### src/verilog/icache_consts.svh
`ifndef ICACHE_CONSTS_SVH
`define ICACHE_CONSTS_SVH

//////////////////////////////////////////////////////////////////////
// cache geometry
//////////////////////////////////////////////////////////////////////

// 8-byte blocks, set index taken from address bits 5..3
`define ICACHE_NUM_SETS 8
`define ICACHE_SET_BITS 3
`define ICACHE_NUM_WAYS 4

//////////////////////////////////////////////////////////////////////
// request queue and prefetch
//////////////////////////////////////////////////////////////////////

`define ICACHE_QUEUE_LEN 8
`define ICACHE_PTR_BITS 3

// sequential blocks fetched beyond the demand block
`define ICACHE_NUM_PREFETCH 2

`endif

### src/verilog/icache_pkg.sv
`default_nettype none

`include "icache_consts.svh"

package icache_pkg;

  // byte address and one instruction block
  typedef logic [31:0] addr_t;
  typedef logic [63:0] block_t;

  // address split, bits 5..3 pick the set and 31..6 form the tag
  typedef logic [`ICACHE_SET_BITS-1:0] set_idx_t;
  typedef logic [25:0] cache_tag_t;

  // bus transaction tag, zero means no transaction
  typedef logic [3:0] mem_tag_t;

  typedef logic [1:0] way_t;

  typedef enum logic [1:0] {
    BUS_NONE = 2'h0,
    BUS_LOAD = 2'h1
  } bus_command_t;

endpackage

`default_nettype wire

### src/verilog/cache_array.sv
`timescale 1ns/1ps
`default_nettype none

`include "icache_consts.svh"

module cache_array (
  input  wire logic                     clock,
  input  wire logic                     reset,
  input  wire icache_pkg::addr_t  [2:0] rd_block,
  output logic                    [2:0] rd_hit,
  output icache_pkg::block_t      [2:0] rd_data,
  input  wire logic                     fill_en,
  input  wire icache_pkg::addr_t        fill_block_addr,
  input  wire icache_pkg::block_t       fill_data
);

  localparam int NUM_RD = 3;

  logic                   line_valid [`ICACHE_NUM_SETS][`ICACHE_NUM_WAYS];
  icache_pkg::cache_tag_t line_tag   [`ICACHE_NUM_SETS][`ICACHE_NUM_WAYS];
  icache_pkg::block_t     line_data  [`ICACHE_NUM_SETS][`ICACHE_NUM_WAYS];
  icache_pkg::way_t       fill_ptr   [`ICACHE_NUM_SETS];

  icache_pkg::set_idx_t   rd_set [NUM_RD];
  icache_pkg::cache_tag_t rd_tag [NUM_RD];
  icache_pkg::set_idx_t   fill_set;
  icache_pkg::cache_tag_t fill_tag;
  logic                   fill_present;
  icache_pkg::way_t       fill_hit_way;
  icache_pkg::way_t       fill_way;

  for (genvar p = 0; p < NUM_RD; p++) begin : g_rd_split
    assign rd_set[p] = rd_block[p][`ICACHE_SET_BITS+2:3];
    assign rd_tag[p] = rd_block[p][31:`ICACHE_SET_BITS+3];
  end

  //////////////////////////////////////////////////////////////////////
  // read ports
  //////////////////////////////////////////////////////////////////////

  always_comb begin
    for (int p = 0; p < NUM_RD; p++) begin
      rd_hit[p]  = 1'b0;
      rd_data[p] = '0;
      for (int w = 0; w < `ICACHE_NUM_WAYS; w++) begin
        if (line_valid[rd_set[p]][w] && (line_tag[rd_set[p]][w] == rd_tag[p])) begin
          rd_hit[p]  = 1'b1;
          rd_data[p] = line_data[rd_set[p]][w];
        end
      end
    end
  end

  //////////////////////////////////////////////////////////////////////
  // fill port
  //////////////////////////////////////////////////////////////////////

  assign fill_set = fill_block_addr[`ICACHE_SET_BITS+2:3];
  assign fill_tag = fill_block_addr[31:`ICACHE_SET_BITS+3];

  // a block already present is rewritten in place
  always_comb begin
    fill_present = 1'b0;
    fill_hit_way = '0;
    for (int w = 0; w < `ICACHE_NUM_WAYS; w++) begin
      if (line_valid[fill_set][w] && (line_tag[fill_set][w] == fill_tag)) begin
        fill_present = 1'b1;
        fill_hit_way = icache_pkg::way_t'(w);
      end
    end
    fill_way = fill_present ? fill_hit_way : fill_ptr[fill_set];
  end

  always_ff @(posedge clock) begin
    if (reset) begin
      for (int s = 0; s < `ICACHE_NUM_SETS; s++) begin
        fill_ptr[s] <= '0;
        for (int w = 0; w < `ICACHE_NUM_WAYS; w++) begin
          line_valid[s][w] <= 1'b0;
        end
      end
    end else if (fill_en) begin
      line_valid[fill_set][fill_way] <= 1'b1;
      // oldest fill goes next
      if (!fill_present) begin
        if (fill_ptr[fill_set] == icache_pkg::way_t'(`ICACHE_NUM_WAYS - 1)) begin
          fill_ptr[fill_set] <= '0;
        end else begin
          fill_ptr[fill_set] <= fill_ptr[fill_set] + 1'b1;
        end
      end
    end
  end

  always_ff @(posedge clock) begin
    if (fill_en) begin
      line_tag[fill_set][fill_way]  <= fill_tag;
      line_data[fill_set][fill_way] <= fill_data;
    end
  end

endmodule

`default_nettype wire

### config.mk
export PLATFORM = sky130hd
export DESIGN_NAME = cache_array
export DESIGN_NICKNAME = d
export VERILOG_FILES = /design/src/verilog/icache_pkg.sv /design/src/verilog/cache_array.sv
export VERILOG_INCLUDE_DIRS = /design/src /design/src/verilog
export SDC_FILE = /design/constraint.sdc
export NUM_CORES = 2
export LEC_CHECK = 0
export BUFFER_PORTS_ARGS = -buffer_cell sky130_fd_sc_hd__buf_2
export CAP_MARGIN = 20
export CORE_MARGIN = 3
export CORE_UTILIZATION = 40
export DETAILED_ROUTE_END_ITERATION = 12
export GPL_TIMING_DRIVEN = 0
export SLEW_MARGIN = 20
export SYNTH_ARGS = -nofsm -noshare
export SYNTH_HDL_FRONTEND = slang
export SYNTH_SLANG_ARGS = --single-unit
export TNS_END_PERCENT = 30
### constraint.sdc
create_clock -name clock -period 20.4 [get_ports clock]
set_input_delay 3.06 -clock clock [delete_from_list [all_inputs] [get_ports clock]]
set_output_delay 3.06 -clock clock [all_outputs]
set_load 0.05 [all_outputs]
==> flow_summary.json <==
{
  "die_x_um": 655,
  "period_share_pct": 70.2,
  "grt_pass1_vias": 118000,
  "tns_ns": 0,
  "status": "completed",
  "p_sw_share_pct": 26.7,
  "p_leak_nw": 65.3,
  "boundaryPins": 390,
  "ant_nets": 0,
  "cts_made_buffers": 339,
  "routed_wl_mm": 795,
  "syn_area_mm2": 0.169,
  "hold_buffers": 0,
  "yosys-top-cells-count": "edfxtp_1, mux4_2, mux2i_1",
  "relSlewSlack_pct": 6.23,
  "seq_area_frac_synth_pct": 52.0,
  "detail_route.wl_per_cell_um": 48.2,
  "start_util_pct": 40.3,
  "dpl.cell_count": 15800,
  "p_int_w": 0.0110,
  "cap_viol_max_count": 0,
  "row_count": 237,
  "ys.flop_type": "edfxtp_1",
  "overflow": 0,
  "antenna_found_initial": 98,
  "n_fill_cell": 35500,
  "clock_latency_ns": 1.03,
  "area_growth_pct": 15.5,
  "grt_first_pass_wirelength_mm": 1050,
  "synth_largest_area_cell": "edfxtp_1",
  "layout.nets": 10800,
  "routed_via_density": 7.36,
  "grt_max_degree": 39,
  "drtIter0Drc": 22200,
  "dieArea_mm2": 0.429,
  "netlist_top_cells_area": "edfxtp_1, mux4_2, mux2i_1, mux2_2, xnor2_1",
  "slowest_stage": "mux2i_1",
  "cts_tree": "yes",
  "postCtsSetupBuffers": 0,
  "ys_async_sr_fraction_pct": 0,
  "rsz0062_at_grt": "false",
  "arrival_ns": 11.25,
  "clkPwrFrac_pct": 41.7,
  "dp_hpwl_mm": 584,
  "clockRootBuffer": "clkbuf_16",
  "gp_congestion": 1.09,
  "cts.sinks": 2928,
  "htree_levels": 5,
  "clock_path_buffers": 4,
  "p_sw_w": 0.00399,
  "fin_crit_ns": 14.31,
  "core_mm2": 0.418,
  "end_kind": "output pin",
  "worstMarginPinSlew_ns": 1.37,
  "synth_cell_types": 71,
  "drc_errors": 0,
  "critical_path_required_ns": 17.34,
  "start_kind": "input pin",
  "num_vias": 121000,
  "synth_edf_count": 2896,
  "die_y_um": 655,
  "hold_viol_final": 0,
  "vdd_drop_max_mv": 0.0684,
  "drt_first_pass_iters": 9,
  "path_cells": "buf_2, buf_2, buf_2, buf_2, mux4_2, mux2i_1, xnor2_1, nor4_2, nand2_1, nor4_2, buf_6, buf_2, buf_2, a21oi_1, a22oi_1, buf_2",
  "path_clk_slew_ns": 0.06,
  "synth_top_area_share_pct": 51.6,
  "critPathMaxStageDelay_ns": 1.01,
  "synthCells": 9201,
  "synth.yosys.warnings": 0,
  "p_seq_share_pct": 44.9,
  "grt_usage_pct": 36.4,
  "crit_path_frequent_cell": "buf_2",
  "max_freq_mhz": 69.9,
  "synth_nets": 9397,
  "portBuffers": 348,
  "ys_seq_elements": 2928,
  "avgSynthCellArea_um2": 18.3,
  "powerDensity_mw_per_mm2": 76.8,
  "synth.most_common_cell": "edfxtp_1",
  "finalSetupViolCount": 0,
  "fin_util_pct": 46.6,
  "slew_viol_final": 0,
  "drive_above_1_share_pct": 44.3,
  "whs_ns": 0.530,
  "path_class": "in2out",
  "pwr-share-comb_pct": 13.5,
  "path_max_fanout": 10,
  "hold_path.class": "reg2reg",
  "cts_resized": 0,
  "finClkSkew_ns": 0.144,
  "stdcell_count": 16500
}
## cell families (layout without fill, tap and decap cells)
| kind of cell | count (synthesis) | count (layout) | synth area share, % |
|---|---|---|---|
| XOR/XNOR | 392 | 392 | 2.04 |
| multiplexers | 3471 | 3471 | 38.0 |
| AO/OA/AOI/OAI | 859 | 859 | 3.50 |
| adder cells (fa/ha/maj) | 1 | 1 | 0.00742 |
| other | 0 | 92 | 0 |
| flip-flops | 2928 | 2928 | 52.0 |
| buffers and inverters | 889 | 2575 | 2.39 |
| AND/OR/NAND/NOR | 661 | 661 | 2.08 |
## state kept, by name (all words and copies together), names as in the netlist
register / count
fill_ptr: 16
line_valid: 32
line_data: 2048
line_tag: 832
## final cells by class
cell class                      count  area [um2]  share of cell area (%)
Inverter                           26        97.6                  0.0501
Buffer                            863        4100                    2.11
Antenna cell                       92         230                   0.118
Multi-Input combinational cell   5384       77200                    39.6
Sequential cell                  2928       87600                    45.0
Clock inverter                    197        1930                   0.989
Clock buffer                      422        9040                    4.64
Timing Repair Buffer             1067        7670                    3.94
Tap cell                         5497        6880                    3.53
## final timing paths
check / startpoint / end / slack, ns / cells after the start
max: rd_block[4] / rd_data[8] / 6.09 / 16
min: line_valid[1][0]$_DFF_P_ / line_valid[1][0]$_DFF_P_ / 0.53 / 2
max reg2reg: line_tag[6][60]$_DFFE_PP_ / line_data[7][223]$_DFFE_PP_ / 12.98 / 19
min reg2reg: line_valid[1][0]$_DFF_P_ / line_valid[1][0]$_DFF_P_ / 0.53 / 2
## worst max-delay path, delay by kind of cell
kind,cells,cell delay (ns)
compound gates,2,0.87
xor+xnor,1,0.19
buf+inv,8,4.30
mux,2,1.41
simple gates,3,1.34
## per-layer routing
metal / vias to the layer above / share of wire (%) / GRT usage [%]
met4: 83 / 8.5 / 24.3
met3: 2980 / 16 / 17.2
li1: 43100 / - / -
met5: - / 0.14 / 0.951
met1: 63500 / 33 / 43.1
met2: 11600 / 43 / 52.7
## power groups by stage
stage	sequential (W)	combinational, W	clock [W]
after floorplan	0.00684	0.00107	0
after global placement	0.00687	0.00184	0
after global routing	0.00671	0.00201	0.00646
after detailed placement	0.00684	0.00190	0
after CTS	0.00671	0.00191	0.00623
final	0.00671	0.00202	0.00623
## through the flow
| stage | total power [W] | setup slack (ns) | cell area [um2] |
|---|---|---|---|
| floorplan | 0.00791 | 5.42 | 169000 |
| global placement | 0.00871 | -12.65 | 177000 |
| detailed placement | 0.00874 | 6.71 | 183000 |
| CTS | 0.0148 | 6.70 | 194000 |
| global route | 0.0152 | 6.27 | 195000 |
| finish | 0.0150 | 6.09 | 195000 |
## layout by cell type (no fill, tap or decap), types with 60 or more instances in the layout
| cell type | n |
|---|---|
| clkinv_2 | 60 |
| xnor2_1 | 248 |
| buf_6 | 98 |
| buf_4 | 394 |
| diode_2 | 92 |
| buf_2 | 954 |
| edfxtp_1 | 2896 |
| mux4_2 | 2315 |
| nand2b_1 | 137 |
| o221a_2 | 63 |
| a221oi_1 | 138 |
| o21ai_0 | 77 |
| nor2_1 | 86 |
| xor2_1 | 143 |
| mux2i_1 | 863 |
| clkinv_1 | 71 |
| buf_1 | 66 |
| a21oi_1 | 335 |
| clkbuf_16 | 349 |
| mux2_2 | 293 |
| a22oi_1 | 113 |
| clkbuf_2 | 100 |
| nand2_1 | 181 |
| clkbuf_1 | 331 |
Power figures use the tool's default switching activity.
