### config.mk
export PLATFORM = sky130hd
export DESIGN_NAME = miss_queue
export DESIGN_NICKNAME = d
export VERILOG_FILES = /design/src/verilog/icache_pkg.sv /design/src/verilog/miss_queue.sv
export VERILOG_INCLUDE_DIRS = /design/src /design/src/verilog
export SDC_FILE = /design/constraint.sdc
export NUM_CORES = 2
export LEC_CHECK = 0
export BUFFER_PORTS_ARGS = -buffer_cell sky130_fd_sc_hd__buf_4
export CAP_MARGIN = 20
export CORE_MARGIN = 2
export CORE_UTILIZATION = 30
export CTS_CLUSTER_SIZE = 20
export DETAILED_ROUTE_END_ITERATION = 10
export GPL_TIMING_DRIVEN = 0
export PLACE_DENSITY_LB_ADDON = 0.2
export SKIP_LAST_GASP = 1
export SYNTH_ARGS = -nofsm -noshare
export SYNTH_HDL_FRONTEND = slang
export SYNTH_SLANG_ARGS = --single-unit
export TNS_END_PERCENT = 30
### constraint.sdc
create_clock -name clock -period 18.4 [get_ports clock]
set_input_delay 0 -clock clock [delete_from_list [all_inputs] [get_ports clock]]
set_output_delay 0 -clock clock [all_outputs]
set_load 0.03 [all_outputs]
### src/verilog/icache_consts.svh
`ifndef ICACHE_CONSTS_SVH
`define ICACHE_CONSTS_SVH

//////////////////////////////////////////////////////////////////////
// cache geometry
//////////////////////////////////////////////////////////////////////

// 8-byte blocks, set index taken from address bits 5..3
`define ICACHE_NUM_SETS 8
`define ICACHE_SET_BITS 3
`define ICACHE_NUM_WAYS 4

//////////////////////////////////////////////////////////////////////
// request queue and prefetch
//////////////////////////////////////////////////////////////////////

`define ICACHE_QUEUE_LEN 8
`define ICACHE_PTR_BITS 3

// sequential blocks fetched beyond the demand block
`define ICACHE_NUM_PREFETCH 2

`endif

### src/verilog/icache_pkg.sv
`default_nettype none

`include "icache_consts.svh"

package icache_pkg;

  // byte address and one instruction block
  typedef logic [31:0] addr_t;
  typedef logic [63:0] block_t;

  // address split, bits 5..3 pick the set and 31..6 form the tag
  typedef logic [`ICACHE_SET_BITS-1:0] set_idx_t;
  typedef logic [25:0] cache_tag_t;

  // bus transaction tag, zero means no transaction
  typedef logic [3:0] mem_tag_t;

  typedef logic [1:0] way_t;

  typedef enum logic [1:0] {
    BUS_NONE = 2'h0,
    BUS_LOAD = 2'h1
  } bus_command_t;

endpackage

`default_nettype wire

### src/verilog/miss_queue.sv
`timescale 1ns/1ps
`default_nettype none

`include "icache_consts.svh"

module miss_queue (
  input  wire logic                                    clock,
  input  wire logic                                    reset,
  input  wire logic                                    addr_changed,
  input  wire icache_pkg::addr_t                       demand_block,
  input  wire icache_pkg::addr_t [`ICACHE_NUM_PREFETCH-1:0] prefetch_blocks,
  input  wire logic [2:0]                              rd_hit,
  output icache_pkg::addr_t                            head_block,
  output icache_pkg::addr_t                            send_block,
  output icache_pkg::addr_t                            wait_block,
  output logic                                         send_req,
  input  wire logic                                    accepted,
  input  wire icache_pkg::mem_tag_t                    accepted_tag,
  input  wire logic                                    fill_done,
  output icache_pkg::mem_tag_t                         wait_tag
);

  localparam int NUM_CAND = `ICACHE_NUM_PREFETCH + 1;

  icache_pkg::addr_t    q_addr    [`ICACHE_QUEUE_LEN];
  logic                 q_valid   [`ICACHE_QUEUE_LEN];
  icache_pkg::mem_tag_t q_tag     [`ICACHE_QUEUE_LEN];
  icache_pkg::addr_t    q_addr_n  [`ICACHE_QUEUE_LEN];
  logic                 q_valid_n [`ICACHE_QUEUE_LEN];
  icache_pkg::mem_tag_t q_tag_n   [`ICACHE_QUEUE_LEN];

  // one extra bit so a full queue is representable
  logic [`ICACHE_PTR_BITS:0]   tail, send_ptr, wait_ptr;
  logic [`ICACHE_PTR_BITS:0]   tail_n, send_n, wait_n;
  logic [`ICACHE_PTR_BITS-1:0] send_idx, wait_idx;
  logic                        send_req_n;

  icache_pkg::addr_t cand_addr    [NUM_CAND];
  logic              cand_want    [NUM_CAND];
  logic              cand_pending [NUM_CAND];
  logic              head_busy;
  logic              retire;

  assign send_idx = send_ptr[`ICACHE_PTR_BITS-1:0];
  assign wait_idx = wait_ptr[`ICACHE_PTR_BITS-1:0];

  assign head_block = q_addr[0];
  assign send_block = q_addr[send_idx];
  assign wait_block = q_addr[wait_idx];
  assign wait_tag   = (wait_ptr < send_ptr) ? q_tag[wait_idx] : '0;

  //////////////////////////////////////////////////////////////////////
  // candidates and content match
  //////////////////////////////////////////////////////////////////////

  always_comb begin
    cand_addr[0] = demand_block;
    cand_want[0] = !rd_hit[0];
    for (int c = 1; c < NUM_CAND; c++) begin
      cand_addr[c] = prefetch_blocks[c-1];
      cand_want[c] = 1'b1;
    end
    for (int c = 0; c < NUM_CAND; c++) begin
      cand_pending[c] = 1'b0;
      for (int i = 0; i < `ICACHE_QUEUE_LEN; i++) begin
        if (q_valid[i] && (q_addr[i] == cand_addr[c])) begin
          cand_pending[c] = 1'b1;
        end
      end
    end
  end

  // head still owed by memory, or out on the bus right now
  assign head_busy = (send_req && (send_ptr == '0)) ||
                     ((wait_ptr == '0) && (send_ptr != '0) && (q_tag[0] != '0));
  assign retire    = q_valid[0] && rd_hit[1] && !head_busy;

  //////////////////////////////////////////////////////////////////////
  // next state
  //////////////////////////////////////////////////////////////////////

  always_comb begin
    q_addr_n  = q_addr;
    q_valid_n = q_valid;
    q_tag_n   = q_tag;
    tail_n    = tail;
    send_n    = send_ptr;
    wait_n    = wait_ptr;

    if (fill_done) begin
      wait_n = wait_n + 1'b1;
    end
    // skipped entries carry no tag, step past them
    for (int i = 0; i < `ICACHE_QUEUE_LEN; i++) begin
      if ((wait_n < send_ptr) && (q_tag[wait_n[`ICACHE_PTR_BITS-1:0]] == '0)) begin
        wait_n = wait_n + 1'b1;
      end
    end

    if (send_req) begin
      if (accepted) begin
        q_tag_n[send_idx] = accepted_tag;
        send_n            = send_n + 1'b1;
      end
    end else if ((send_ptr < tail) && rd_hit[2]) begin
      send_n = send_n + 1'b1;
    end

    if (retire) begin
      for (int i = 0; i < `ICACHE_QUEUE_LEN - 1; i++) begin
        q_addr_n[i]  = q_addr_n[i+1];
        q_valid_n[i] = q_valid_n[i+1];
        q_tag_n[i]   = q_tag_n[i+1];
      end
      q_addr_n[`ICACHE_QUEUE_LEN-1]  = '0;
      q_valid_n[`ICACHE_QUEUE_LEN-1] = 1'b0;
      q_tag_n[`ICACHE_QUEUE_LEN-1]   = '0;
      tail_n = tail_n - 1'b1;
      if (send_n != '0) begin
        send_n = send_n - 1'b1;
      end
      if (wait_n != '0) begin
        wait_n = wait_n - 1'b1;
      end
    end

    // demand first, then prefetch; dropped once full
    if (addr_changed) begin
      for (int c = 0; c < NUM_CAND; c++) begin
        if (cand_want[c] && !cand_pending[c] && (tail_n < `ICACHE_QUEUE_LEN)) begin
          q_addr_n[tail_n[`ICACHE_PTR_BITS-1:0]]  = cand_addr[c];
          q_valid_n[tail_n[`ICACHE_PTR_BITS-1:0]] = 1'b1;
          q_tag_n[tail_n[`ICACHE_PTR_BITS-1:0]]   = '0;
          tail_n = tail_n + 1'b1;
        end
      end
    end
  end

  // refused request stays up on the same entry
  assign send_req_n = send_req ? !accepted : ((send_ptr < tail) && !rd_hit[2]);

  always_ff @(posedge clock) begin
    if (reset) begin
      for (int i = 0; i < `ICACHE_QUEUE_LEN; i++) begin
        q_valid[i] <= 1'b0;
      end
      tail     <= '0;
      send_ptr <= '0;
      wait_ptr <= '0;
      send_req <= 1'b0;
    end else begin
      q_valid  <= q_valid_n;
      tail     <= tail_n;
      send_ptr <= send_n;
      wait_ptr <= wait_n;
      send_req <= send_req_n;
    end
  end

  always_ff @(posedge clock) begin
    q_addr <= q_addr_n;
    q_tag  <= q_tag_n;
  end

endmodule

`default_nettype wire

==> flow_metrics.env <==
export IMPL_skew_ns=0.0515
export IMPL_syn_num_nets=5098
export IMPL_synth_most_common_cell="xnor2_1"
export IMPL_period_share_pct=95.3
export IMPL_row_count=131
export IMPL_required_ns=18.93
export IMPL_ant_nets=0
export IMPL_max_stage_delay_ns=0.42
export IMPL_synth_top_cells_by_count="xnor2_1 (622), clkbuf_1 (596), nor2_1 (357)"
export IMPL_fp_dieH_um=362
export IMPL_grt_first_pass_wirelength_um=449000
export IMPL_syn_area_um2=38600
export IMPL_yosysWarnings=0
export IMPL_coreArea_um2=128000
export IMPL_synth_edf_count=0
export IMPL_grt_busiest_layer="met2"
export IMPL_drt_total_wl_um=353000
export IMPL_status="finished, final reports clean"
export IMPL_finalMaxSlewViolations=0
export IMPL_cp_arrival_ns=18.06
export IMPL_grt_max_degree=20
export IMPL_maxCapViolations=0
export IMPL_fill_cells=13700
export IMPL_numCtsBuffers=46
export IMPL_gr_usage_met1_pct=64.6
export IMPL_syn2layout_area_growth_pct=17.4
export IMPL_drc=0
export IMPL_worst_slew_pin_slew_ns=1.45
export IMPL_grt_util_met3_pct=19.6
export IMPL_synth_cell_types=100
export IMPL_yosysSeqAreaShare_pct=16.0
export IMPL_fin_nets=5397
export IMPL_min_period_ns=17.53
export IMPL_grt_remaining_overflow=0
export IMPL_synthTopCellsByArea="dfxtp_1 (16%), xnor2_1 (14%), mux4_2 (8.5%)"
export IMPL_fmax_ghz=0.0570
export IMPL_worst_setup_path_end_kind="flop"
export IMPL_io_pin_count=209
export IMPL_whs_path_depth=3
export IMPL_portBuffers=107
export IMPL_crit_type="flop to flop"
export IMPL_drt_iter0_markers=9286
export IMPL_antenna_found_initial=35
export IMPL_worstSkewPairLatency_ns=0.69
export IMPL_wire_per_inst_um=50.7
export IMPL_worstHoldPathType="input port to flop"
export IMPL_ys_flop_type="dfxtp_1"
export IMPL_clk_pin_slew_ns=0.06
export IMPL_clk_path_buf_depth=3
export IMPL_synth_seq_cells=309
export IMPL_final_setup_viol_count=0
export IMPL_async_flop_share_pct=0
export IMPL_place_area_um2=42900
export IMPL_synth_top_area_cell="dfxtp_1"
export IMPL_gp_congestion=1.16
export IMPL_firstDrtPassIters=8
export IMPL_h_tree_depth=2
export IMPL_grt_pass1_vias=43700
export IMPL_synth_top_area_share_pct=16.0
export IMPL_postSynthCellCount=4942
export IMPL_die_w_um=362
export IMPL_dpl_hpwl_um=279000
export IMPL_finalHoldViolCount=0
export IMPL_initial_core_util_pct=30.2
export IMPL_worstPathMaxFanout=19
export IMPL_fin_area_um2=45300
export IMPL_slowest_stage="dfxtp_4"
export IMPL_vias_per_cell=6.99
export IMPL_met2_usage_pct=72.1
export IMPL_syn_area_per_cell_um2=7.80
export IMPL_ff2ff_path_depth=76
export IMPL_die_area_um2=131000
export IMPL_grt_usage_pct=51.6
export IMPL_cp_start_kind="flop"
export IMPL_tritoncts="built"
export IMPL_slew_headroom_pct=3.27
export IMPL_final_layout_size_suffix_gt1_share_pct=12.2
export IMPL_crit_top_cell="ha_1"
export IMPL_cts_sinks=309
export IMPL_num_vias=48700
export IMPL_clockRootBuffer="clkbuf_16"
routing by layer:
layer,routed length (um),up-vias
met2,139000,4650
met3,46700,1208
met1,136000,24200
li1,-,18600
met4,31200,18
met5,153,-
layout by cell type, fill, tap and decap left out, types with 192 or more instances in the layout:
| cell | synthesis | final |
|---|---|---|
| a211oi_1 | 239 | 237 |
| a21oi_1 | 193 | 192 |
| clkbuf_1 | 596 | 597 |
| dfxtp_1 | 309 | 308 |
| mux2i_1 | 243 | 242 |
| nand2_1 | 202 | 202 |
| nor2_1 | 357 | 353 |
| o21ai_0 | 266 | 265 |
| o311ai_0 | 225 | 225 |
| xnor2_1 | 622 | 619 |
per-stage QoR:
step / TNS (ns) / setup WS, ns / instances / utilization [%] / hold WS [ns]
4_1_cts: 0 / 0.00517 / 6895 / 35.0 / 0.0687
3_5_place_dp: -10.54 / -2.74 / 6807 / 33.6 / 0.319
2_1_floorplan: 0 / 1.42 / 4942 / - / 0.177
6_report: 0 / 0.869 / 6965 / 35.5 / 0.0395
5_1_grt: -0.0154 / -0.0154 / 6936 / 35.4 / 0.00913
3_3_place_gp: -15.31 / -3.95 / 6711 / 32.5 / 0.312
final cells by class:
cell class	count	area, um2	area share [%]
Antenna cell	29	72.6	0.160
Buffer	835	3350	7.41
Clock buffer	70	1330	2.94
Clock inverter	11	174	0.384
Inverter	39	150	0.332
Multi-Input combinational cell	3758	29200	64.4
Sequential cell	309	6190	13.7
Tap cell	1662	2080	4.59
Timing Repair Buffer	252	2740	6.06
sequential cells by signal, summed over array words and instances, names as in the netlist:
signal and cells:
head_block 32, send_req 1, q_tag 32, q_addr 224, tail 4, wait_ptr 4
q_valid 8, send_ptr 4
final timing paths:
| path | startpoint | end | slack, ns |
|---|---|---|---|
| worst max-delay path | wait_ptr[1] | wait_ptr[1] | 0.87 |
| worst min-delay path | addr_changed | q_addr[77] | 0.04 |
| worst max register to register | wait_ptr[1] | wait_ptr[1] | 0.87 |
| worst min register to register | q_tag[19] | q_tag[23] | 0.60 |
critical path, delay by kind of cell, from the launching register on:
family	cells	cell delay (ns)
simple gates	23	5.04
compound gates	22	4.83
fa+ha+maj	10	2.72
buf+inv	13	2.04
mux	5	1.58
xor+xnor	3	0.70
flops	1	0.42
cells by family after synthesis:
family / count (synthesis) / share of synthesized area [%]
simple gates: 1266 / 16.9
buf+inv: 875 / 8.93
fa+ha+maj: 48 / 1.56
compound gates: 1215 / 22.2
xor+xnor: 794 / 18.1
flops: 309 / 16.0
mux: 435 / 16.2
timing repair:
item	CTS	global route
setup endpoints to repair	4	4
buffers inserted	0	18
resized for setup	20	26
hold endpoints to repair	47	0
hold buffers	8	0
pin swaps	0	7
Power is left out: the tool's default activity adds up to more than one toggle a clock period on the data nets, which glitch-free logic cannot reach.
