`config.mk`:
```
export PLATFORM = sky130hd
export DESIGN_NAME = mem_bus_port
export DESIGN_NICKNAME = d
export VERILOG_FILES = /design/src/verilog/icache_pkg.sv /design/src/verilog/mem_bus_port.sv
export VERILOG_INCLUDE_DIRS = /design/src /design/src/verilog
export SDC_FILE = /design/constraint.sdc
export NUM_CORES = 1
export LEC_CHECK = 0
export ABC_CLOCK_PERIOD_IN_PS = 800
export BUFFER_PORTS_ARGS = -buffer_cell sky130_fd_sc_hd__buf_2
export CAP_MARGIN = 25
export CORE_AREA = 2 2 108 110
export CTS_BUF_LIST = sky130_fd_sc_hd__clkbuf_4 sky130_fd_sc_hd__clkbuf_8
export CTS_CLUSTER_DIAMETER = 200
export DETAILED_ROUTE_END_ITERATION = 10
export DIE_AREA = 0 0 110 112
export MAX_ROUTING_LAYER = met4
export PLACE_DENSITY = 0.6
export SETUP_SLACK_MARGIN = 0.15
export SKIP_LAST_GASP = 1
export SYNTH_ARGS = -nofsm -noshare
export SYNTH_HDL_FRONTEND = slang
export SYNTH_SLANG_ARGS = --single-unit
```
`constraint.sdc`:
```
create_clock -name clock -period 0.8 [get_ports clock]
set_input_delay 0.04 -clock clock [delete_from_list [all_inputs] [get_ports clock]]
set_output_delay 0.04 -clock clock [all_outputs]
set_load 0.05 [all_outputs]
```
`src/verilog/icache_consts.svh`:
```
`ifndef ICACHE_CONSTS_SVH
`define ICACHE_CONSTS_SVH

//////////////////////////////////////////////////////////////////////
// cache geometry
//////////////////////////////////////////////////////////////////////

// 8-byte blocks, set index taken from address bits 5..3
`define ICACHE_NUM_SETS 8
`define ICACHE_SET_BITS 3
`define ICACHE_NUM_WAYS 4

//////////////////////////////////////////////////////////////////////
// request queue and prefetch
//////////////////////////////////////////////////////////////////////

`define ICACHE_QUEUE_LEN 8
`define ICACHE_PTR_BITS 3

// sequential blocks fetched beyond the demand block
`define ICACHE_NUM_PREFETCH 2

`endif

```
`src/verilog/icache_pkg.sv`:
```
`default_nettype none

`include "icache_consts.svh"

package icache_pkg;

  // byte address and one instruction block
  typedef logic [31:0] addr_t;
  typedef logic [63:0] block_t;

  // address split, bits 5..3 pick the set and 31..6 form the tag
  typedef logic [`ICACHE_SET_BITS-1:0] set_idx_t;
  typedef logic [25:0] cache_tag_t;

  // bus transaction tag, zero means no transaction
  typedef logic [3:0] mem_tag_t;

  typedef logic [1:0] way_t;

  typedef enum logic [1:0] {
    BUS_NONE = 2'h0,
    BUS_LOAD = 2'h1
  } bus_command_t;

endpackage

`default_nettype wire

```
`src/verilog/mem_bus_port.sv`:
```
`timescale 1ns/1ps
`default_nettype none

module mem_bus_port (
  input  wire logic                    clock,
  input  wire logic                    reset,
  input  wire logic                    send_req,
  input  wire icache_pkg::addr_t       send_block,
  input  wire icache_pkg::addr_t       wait_block,
  input  wire icache_pkg::mem_tag_t    wait_tag,
  input  wire icache_pkg::mem_tag_t    mem_response,
  input  wire icache_pkg::block_t      mem_data,
  input  wire icache_pkg::mem_tag_t    mem_tag,
  output icache_pkg::bus_command_t     mem_command,
  output icache_pkg::addr_t            mem_addr,
  output logic                         accepted,
  output icache_pkg::mem_tag_t         accepted_tag,
  output logic                         fill_done,
  output logic                         fill_en,
  output icache_pkg::addr_t            fill_block_addr,
  output icache_pkg::block_t           fill_data
);

  // command goes out in the send_req cycle, answered the same cycle
  always_comb begin
    mem_command  = send_req ? icache_pkg::BUS_LOAD : icache_pkg::BUS_NONE;
    mem_addr     = send_req ? send_block : '0;
    accepted     = send_req && (mem_response != '0);
    accepted_tag = mem_response;
  end

  // returns come back in order, so only the oldest tag can match
  always_comb begin
    fill_done = (wait_tag != '0) && (mem_tag == wait_tag);
  end

  always_ff @(posedge clock) begin
    if (reset) begin
      fill_en <= 1'b0;
    end else begin
      fill_en <= fill_done;
    end
  end

  always_ff @(posedge clock) begin
    fill_block_addr <= wait_block;
    fill_data       <= mem_data;
  end

endmodule

`default_nettype wire

```
==> metrics, run 1 <==
delay of the slowest critical-path stage=360 ps; Initial Util=0.2042; Max-Cap Viols=0; post-synth top area cell=dfxtp_1; crit path cell chain=buf_8; first-pass GRT wire length=around 16 mm; clock root buffer=clkbuf_8; Die ar.=0.01232 mm²; Finished Cell Area=0.006609 mm²; Die W=between 100 and 150 µm; Top Family by Delay on Critical Path=flip-flops; Worst Path Required=760 ps; final wirelength=11.77 mm; run status=finished with violations; diodes inserted=0; Post-DP HPWL=6.649 mm; Fin Setup TNS=-9231 ps; synthesized flop and latch total=97; routed vias/inst=approximately 4; post-layout min period=921.8 ps; RD Place Congestion=0.8401; clk buf depth=2; commonest cells after routing, fill and taps aside=buf_2 (141), buf_8 (103), dfxtp_2 (97), dlygate4sd3_1 (97), buf_6 (29); crit start category=flop; unrepaired setup endpoints after global routing=yes; initial DRC count=58; CP arrival=~880 ps; Cells after Synth=148; row cnt=39; initial antenna violation count=0; Pre-antenna DRT Iters=3; final period utilization=1.152; Wirelength per Cell=roughly 17 µm; global-route usage over all layers=0.1851; post-place setup slack=-177.8 ps; HP Class=in2reg; nets@finish=675; total number of vias=2,651; DP Area=0.003909 mm²; CTS H-tree lvls=3; ranking of synthesized cells by area=dfxtp_1 (85%), and2_1 (8.8%), buf_4 (2.0%); Ports=between 200 and 300; Clock Pin Slew Worst Setup and Hold Paths=110 ps; Final ANT Viol Nets=0; Post-Syn Area=0.002282 mm²; area grow syn2layout=189.6%; global route overflow=0; failing checks=negative setup slack; Final Hold Viols=0; core area=0.01117 mm²; leading cell type in the layout, fill and taps excluded=buf_2; # fillers=821; worst ir drop on vdd=between 0.001 and 0.0015 V; post-synthesis sequential area ratio=0.8509; critical path endpoint category=output pin; hold_ws=136.2 ps; Synth cell types=12; DRC=0; Fmax=about 1100 MHz; syn_nets=291; vias in the first global route=3,136; WP buf/inv=1; largest net degree at the start of global routing=20; worst-path fanout max=1; Warnings, synthesis=0; Core Util, Final=0.5914; CTS Sinks=97; Setup violations, final=99; CTS tree=yes; proportion of layout cells with a drive suffix above 1=0.7877; IO buf count=278; Slew Limit Fails=0; Mean Syn Cell Area=15.42 µm²; P per Cell Area=1797 mW/mm²; Critical Path Slowest Stage Cell=dfxtp_2; cts bufs inserted=9; Leak=3.093 nW; die height=112 µm; worst setup path class=reg2out; worst setup margin=-121.8 ps; Synth top area share=0.8509
[registers in the layout (all words and copies together), names as in the netlist]
signal	cells
fill_data	64
fill_block_addr	32
fill_en	1
[stage by stage]
stage                     cells  power [mW]
after global routing        680       12.38
after CTS                   679       11.80
after detailed placement    562       7.481
final                       680       11.88
after floorplan             148       6.715
after global placement      562       7.460
[layout make-up]
class                   count  area [µm²]  area share
repair buffers            382        3775      0.5712
clock buffers               9       123.9     0.01874
well taps                 143       178.9     0.02707
flip-flops and latches     97        2063      0.3122
multi-input cells          42       397.9     0.06020
clock inverters             7       70.07     0.01060
[worst paths after layout]
kind | from | endpoint | slack [ps] | depth (start not counted)
max | fill_block_addr[14] | fill_block_addr[14] | -120 | 1
min | wait_tag[1] | fill_en | 140 | 5
[Yosys cell counts]
cell type	instances
buf_4	6
nor2_1	1
conb_1	1
o41ai_2	1
dfxtp_1	97
xnor2_1	4
nand3_1	1
clkbuf_1	1
nor3_1	1
o41a_2	1
and2_1	32
buf_2	2
[where the power goes]
| part | leakage (nW) | total [mW] | switching (mW) | internal (mW) |
|---|---|---|---|---|
| clock | 0.0951 | 3.09 | 1.88 | 1.21 |
| sequential | 0.819 | 5.32 | 0.181 | 5.14 |
| combinational | 2.18 | 3.47 | 1.81 | 1.65 |
| total | 3.09 | 11.9 | 3.87 | 8.00 |
[timing repair]
action                                  in CTS  in global routing
hold buffers                                97                  0
hold endpoints to repair                    97                  0
pin swaps                                    3                  6
buffers inserted                             1                  1
gates cloned                                 3                  0
resized for setup                          449                 44
endpoints found under the setup margin     131                102
[layer usage]
metal / routed length, µm / global-route usage / part of all wire
met5: 0 / - / 0
met4: 442 / 0.08523 / 0.038
met1: 3288 / 0.1323 / 0.28
met2: 7069 / 0.3894 / 0.60
met3: 972 / 0.04742 / 0.083
[cell families (layout without fill, tap and decap cells)]
kind of cell | Yosys count | in the layout | synth area share
DFF | 97 | 97 | 0.8509
and+or+nand+nor | 35 | 35 | 0.09374
buffers and inverters | 9 | 398 | 0.02576
xor gates and xnor gates | 4 | 4 | 0.01535
AOI/OAI and AO/OA | 2 | 2 | 0.01261
other | 1 | 1 | 0.001643
No activity file was read; power rests on OpenSTA's default activity.
==> run 2: changes to the inputs <==
--- a/config.mk
+++ b/config.mk
@@ -9,13 +9,14 @@
 export ABC_CLOCK_PERIOD_IN_PS = 800
 export BUFFER_PORTS_ARGS = -buffer_cell sky130_fd_sc_hd__buf_2
 export CAP_MARGIN = 25
-export CORE_AREA = 2 2 108 110
-export CTS_BUF_LIST = sky130_fd_sc_hd__clkbuf_4 sky130_fd_sc_hd__clkbuf_8
+export CELL_PAD_IN_SITES_DETAIL_PLACEMENT = 1
+export CELL_PAD_IN_SITES_GLOBAL_PLACEMENT = 1
+export CORE_AREA = 2 2 113 115
 export CTS_CLUSTER_DIAMETER = 200
 export DETAILED_ROUTE_END_ITERATION = 10
-export DIE_AREA = 0 0 110 112
+export DIE_AREA = 0 0 115 117
 export MAX_ROUTING_LAYER = met4
-export PLACE_DENSITY = 0.6
+export PLACE_DENSITY = 0.75
 export SETUP_SLACK_MARGIN = 0.15
 export SKIP_LAST_GASP = 1
 export SYNTH_ARGS = -nofsm -noshare
==> metrics, run 2 (synthesized netlist as in run 1, its figures left out) <==
Int Pwr=8.873 mW (was 8.004 mW); P per Cell Area=2012 mW/mm² (was 1797 mW/mm²); CTS H-tree lvls=3 (unchanged); worst setup margin=-115.4 ps (was -121.8 ps); Reg power frac=0.409 (was 0.448); failing checks=negative setup slack (unchanged); leading cell type in the layout, fill and taps excluded=buf_2 (unchanged); area grow syn2layout=184.9% (was 189.6%); final period utilization=1.144 (was 1.152); HP Class=in2reg (unchanged); IO buf count=278 (unchanged); DP Cell Count=568 (was 562); Final Hold Viols=0 (unchanged); total number of vias=2,721 (was 2,651); Die ar.=0.01346 mm² (was 0.01232 mm²); CTS Sinks=97 (unchanged); initial antenna violation count=7 (was 0); Top Registers=fill_data: 64 flops, fill_block_addr: 32 flops, fill_en: 1 flops (unchanged); Levels on crit path=1 (unchanged); Slew Limit Fails=0 (unchanged); critical path endpoint category=output pin (unchanged); global-route usage over all layers=0.1946 (was 0.1851); row cnt=41 (was 39); worst ir drop on vdd=0.001049 V (was 0.001105 V); Final ANT Viol Nets=0 (unchanged); Max-Cap Viols=0 (unchanged); cts bufs inserted=9 (unchanged); WL met1=4.392 mm (was 3.288 mm); non-filler cells in the finished layout=692 (was 680); DRC=0 (unchanged); vias in the first global route=3,085 (was 3,136); Fmax=1092 MHz (was 1085 MHz); Net Sw Power=4.209 mW (was 3.872 mW); proportion of layout cells with a drive suffix above 1=0.7846 (was 0.7877); metal3 WL=1.317 mm (was 972 µm); Clk network pwr share=0.336 (was 0.260); Wirelength per Cell=21.03 µm (was 17.31 µm); unrepaired setup endpoints after global routing=yes (unchanged); Fin Setup TNS=-7165 ps (was -9231 ps); clock root buffer=clkbuf_16 (was clkbuf_8); global route overflow=0 (unchanged); Ports=280 (unchanged); routed vias/inst=3.932 (was 3.899); Leak=3.064 nW (was 3.093 nW); core area=0.01231 mm² (was 0.01117 mm²); met2 routed WL=8.307 mm (was 7.069 mm); initial DRC count=91 (was 58); Pre-antenna DRT Iters=2 (was 3); crit start category=flop (unchanged); delay of the slowest critical-path stage=380 ps (was 360 ps); worst-path fanout max=1 (unchanged); final wirelength=14.55 mm (was 11.77 mm); Initial Util=0.1854 (was 0.2042); nets@finish=672 (was 675); Logic pwr share=0.255 (was 0.292); Top Family by Delay on Critical Path=flip-flops (unchanged); Critical Path Slowest Stage Cell=dfxtp_4 (was dfxtp_2); CP arrival=880 ps (about the same); Most flops, register=fill_data (unchanged); Clock Pin Slew Worst Setup and Hold Paths=90 ps (was 110 ps); Switching Share=0.3217 (was 0.3260); max reg flops=64 (unchanged); commonest cells after routing, fill and taps aside=buf_2 (163), dlygate4sd3_1 (97), dfxtp_2 (95), buf_8 (95), buf_6 (18) (was buf_2 (141), buf_8 (103), dfxtp_2 (97), dlygate4sd3_1 (97), buf_6 (29)); Setup violations, final=99 (unchanged); Top Layer Used=met4 (unchanged); Die W=115 µm (was 110 µm); RD Place Congestion=0.7641 (was 0.8401); post-layout min period=915.4 ps (was 921.8 ps); run status=finished with violations (unchanged); first-pass GRT wire length=18.04 mm (was 15.90 mm); largest net degree at the start of global routing=25 (was 20); worst setup path class=reg2out (unchanged); clk buf depth=2 (unchanged); Worst Path Required=760 ps (about the same); Worst setup startpoint=fill_block_addr[22] (was fill_block_addr[14]); Post-DP HPWL=7.588 mm (was 6.649 mm); crit path cell chain=buf_8 (unchanged); WP buf/inv=1 (unchanged); Critical Path Sink=fill_block_addr[22] (was fill_block_addr[14]); CTS tree=yes (unchanged); die height=117 µm (was 112 µm)
-- run 2: cell types whose count changed in the layout (fill, tap and decap cells not counted), moves of 8 or more --
cell	change
buf_2	+22
and2_4	-11
buf_6	-11
and2_2	+9
clkbuf_8	-9
buf_8	-8
clkbuf_16	+10
diode_2	+8
-- run 2: layout make-up --
class | count | area, µm²
repair buffers | 379 | 3528
diodes | 8 | 20.02
fillers | 1245 | 5811
multi-input cells | 42 | 392.9
flip-flops and latches | 97 | 2068
well taps | 150 | 187.7
clock inverters | 7 | 78.83
clock buffers | 9 | 225.2
-- run 2: repair_timing --
item | CTS | global route
gates cloned | 0 | 1
buffers inserted | 1 | 1
hold endpoints to repair | 97 | 1
setup endpoints to repair | 132 | 117
gates resized for setup | 388 | 53
pin swaps | 4 | 5
hold buffers | 96 | 1
-- run 2: worst min path at each step --
stage                                    end           from  cells past startpoint
after global placement    fill_block_addr[3]  wait_block[3]                      1
final                                fill_en    wait_tag[0]                      4
after global routing                 fill_en    wait_tag[0]                      4
after detailed placement        fill_data[3]    mem_data[3]                      1
after floorplan           fill_block_addr[0]  wait_block[0]                      0
after CTS                            fill_en          reset                      2
-- run 2: routing by layer --
layer  up-vias  GRT usage
met5         -          -
met4         0    0.08594
met3        31    0.07158
met2       197     0.3882
met1      1270     0.1566
li1       1223          -
-- run 2: through the flow --
stage	util	power, mW	instance area (µm²)	hold WS [ps]	worst slack, ps
finish	0.5280	13.08	6501	25.17	-115.4
global route	0.5278	13.49	6499	31.22	-138.2
CTS	0.5060	12.74	6230	-149.6	-106.4
detailed placement	0.3139	7.458	3865	143.9	-133.0
global placement	0.3139	7.424	3865	142.2	-119.5
floorplan	-	6.715	2310	67.72	111.3
-- run 2: power groups by stage --
stage               logic [mW]  registers (mW)  clock network, mW
finish                    3.34            5.34               4.40
detailed placement        2.19            5.27                  0
floorplan                0.531            6.18                  0
CTS                       3.10            5.30               4.34
global placement          2.17            5.26                  0
global route              3.45            5.36               4.68
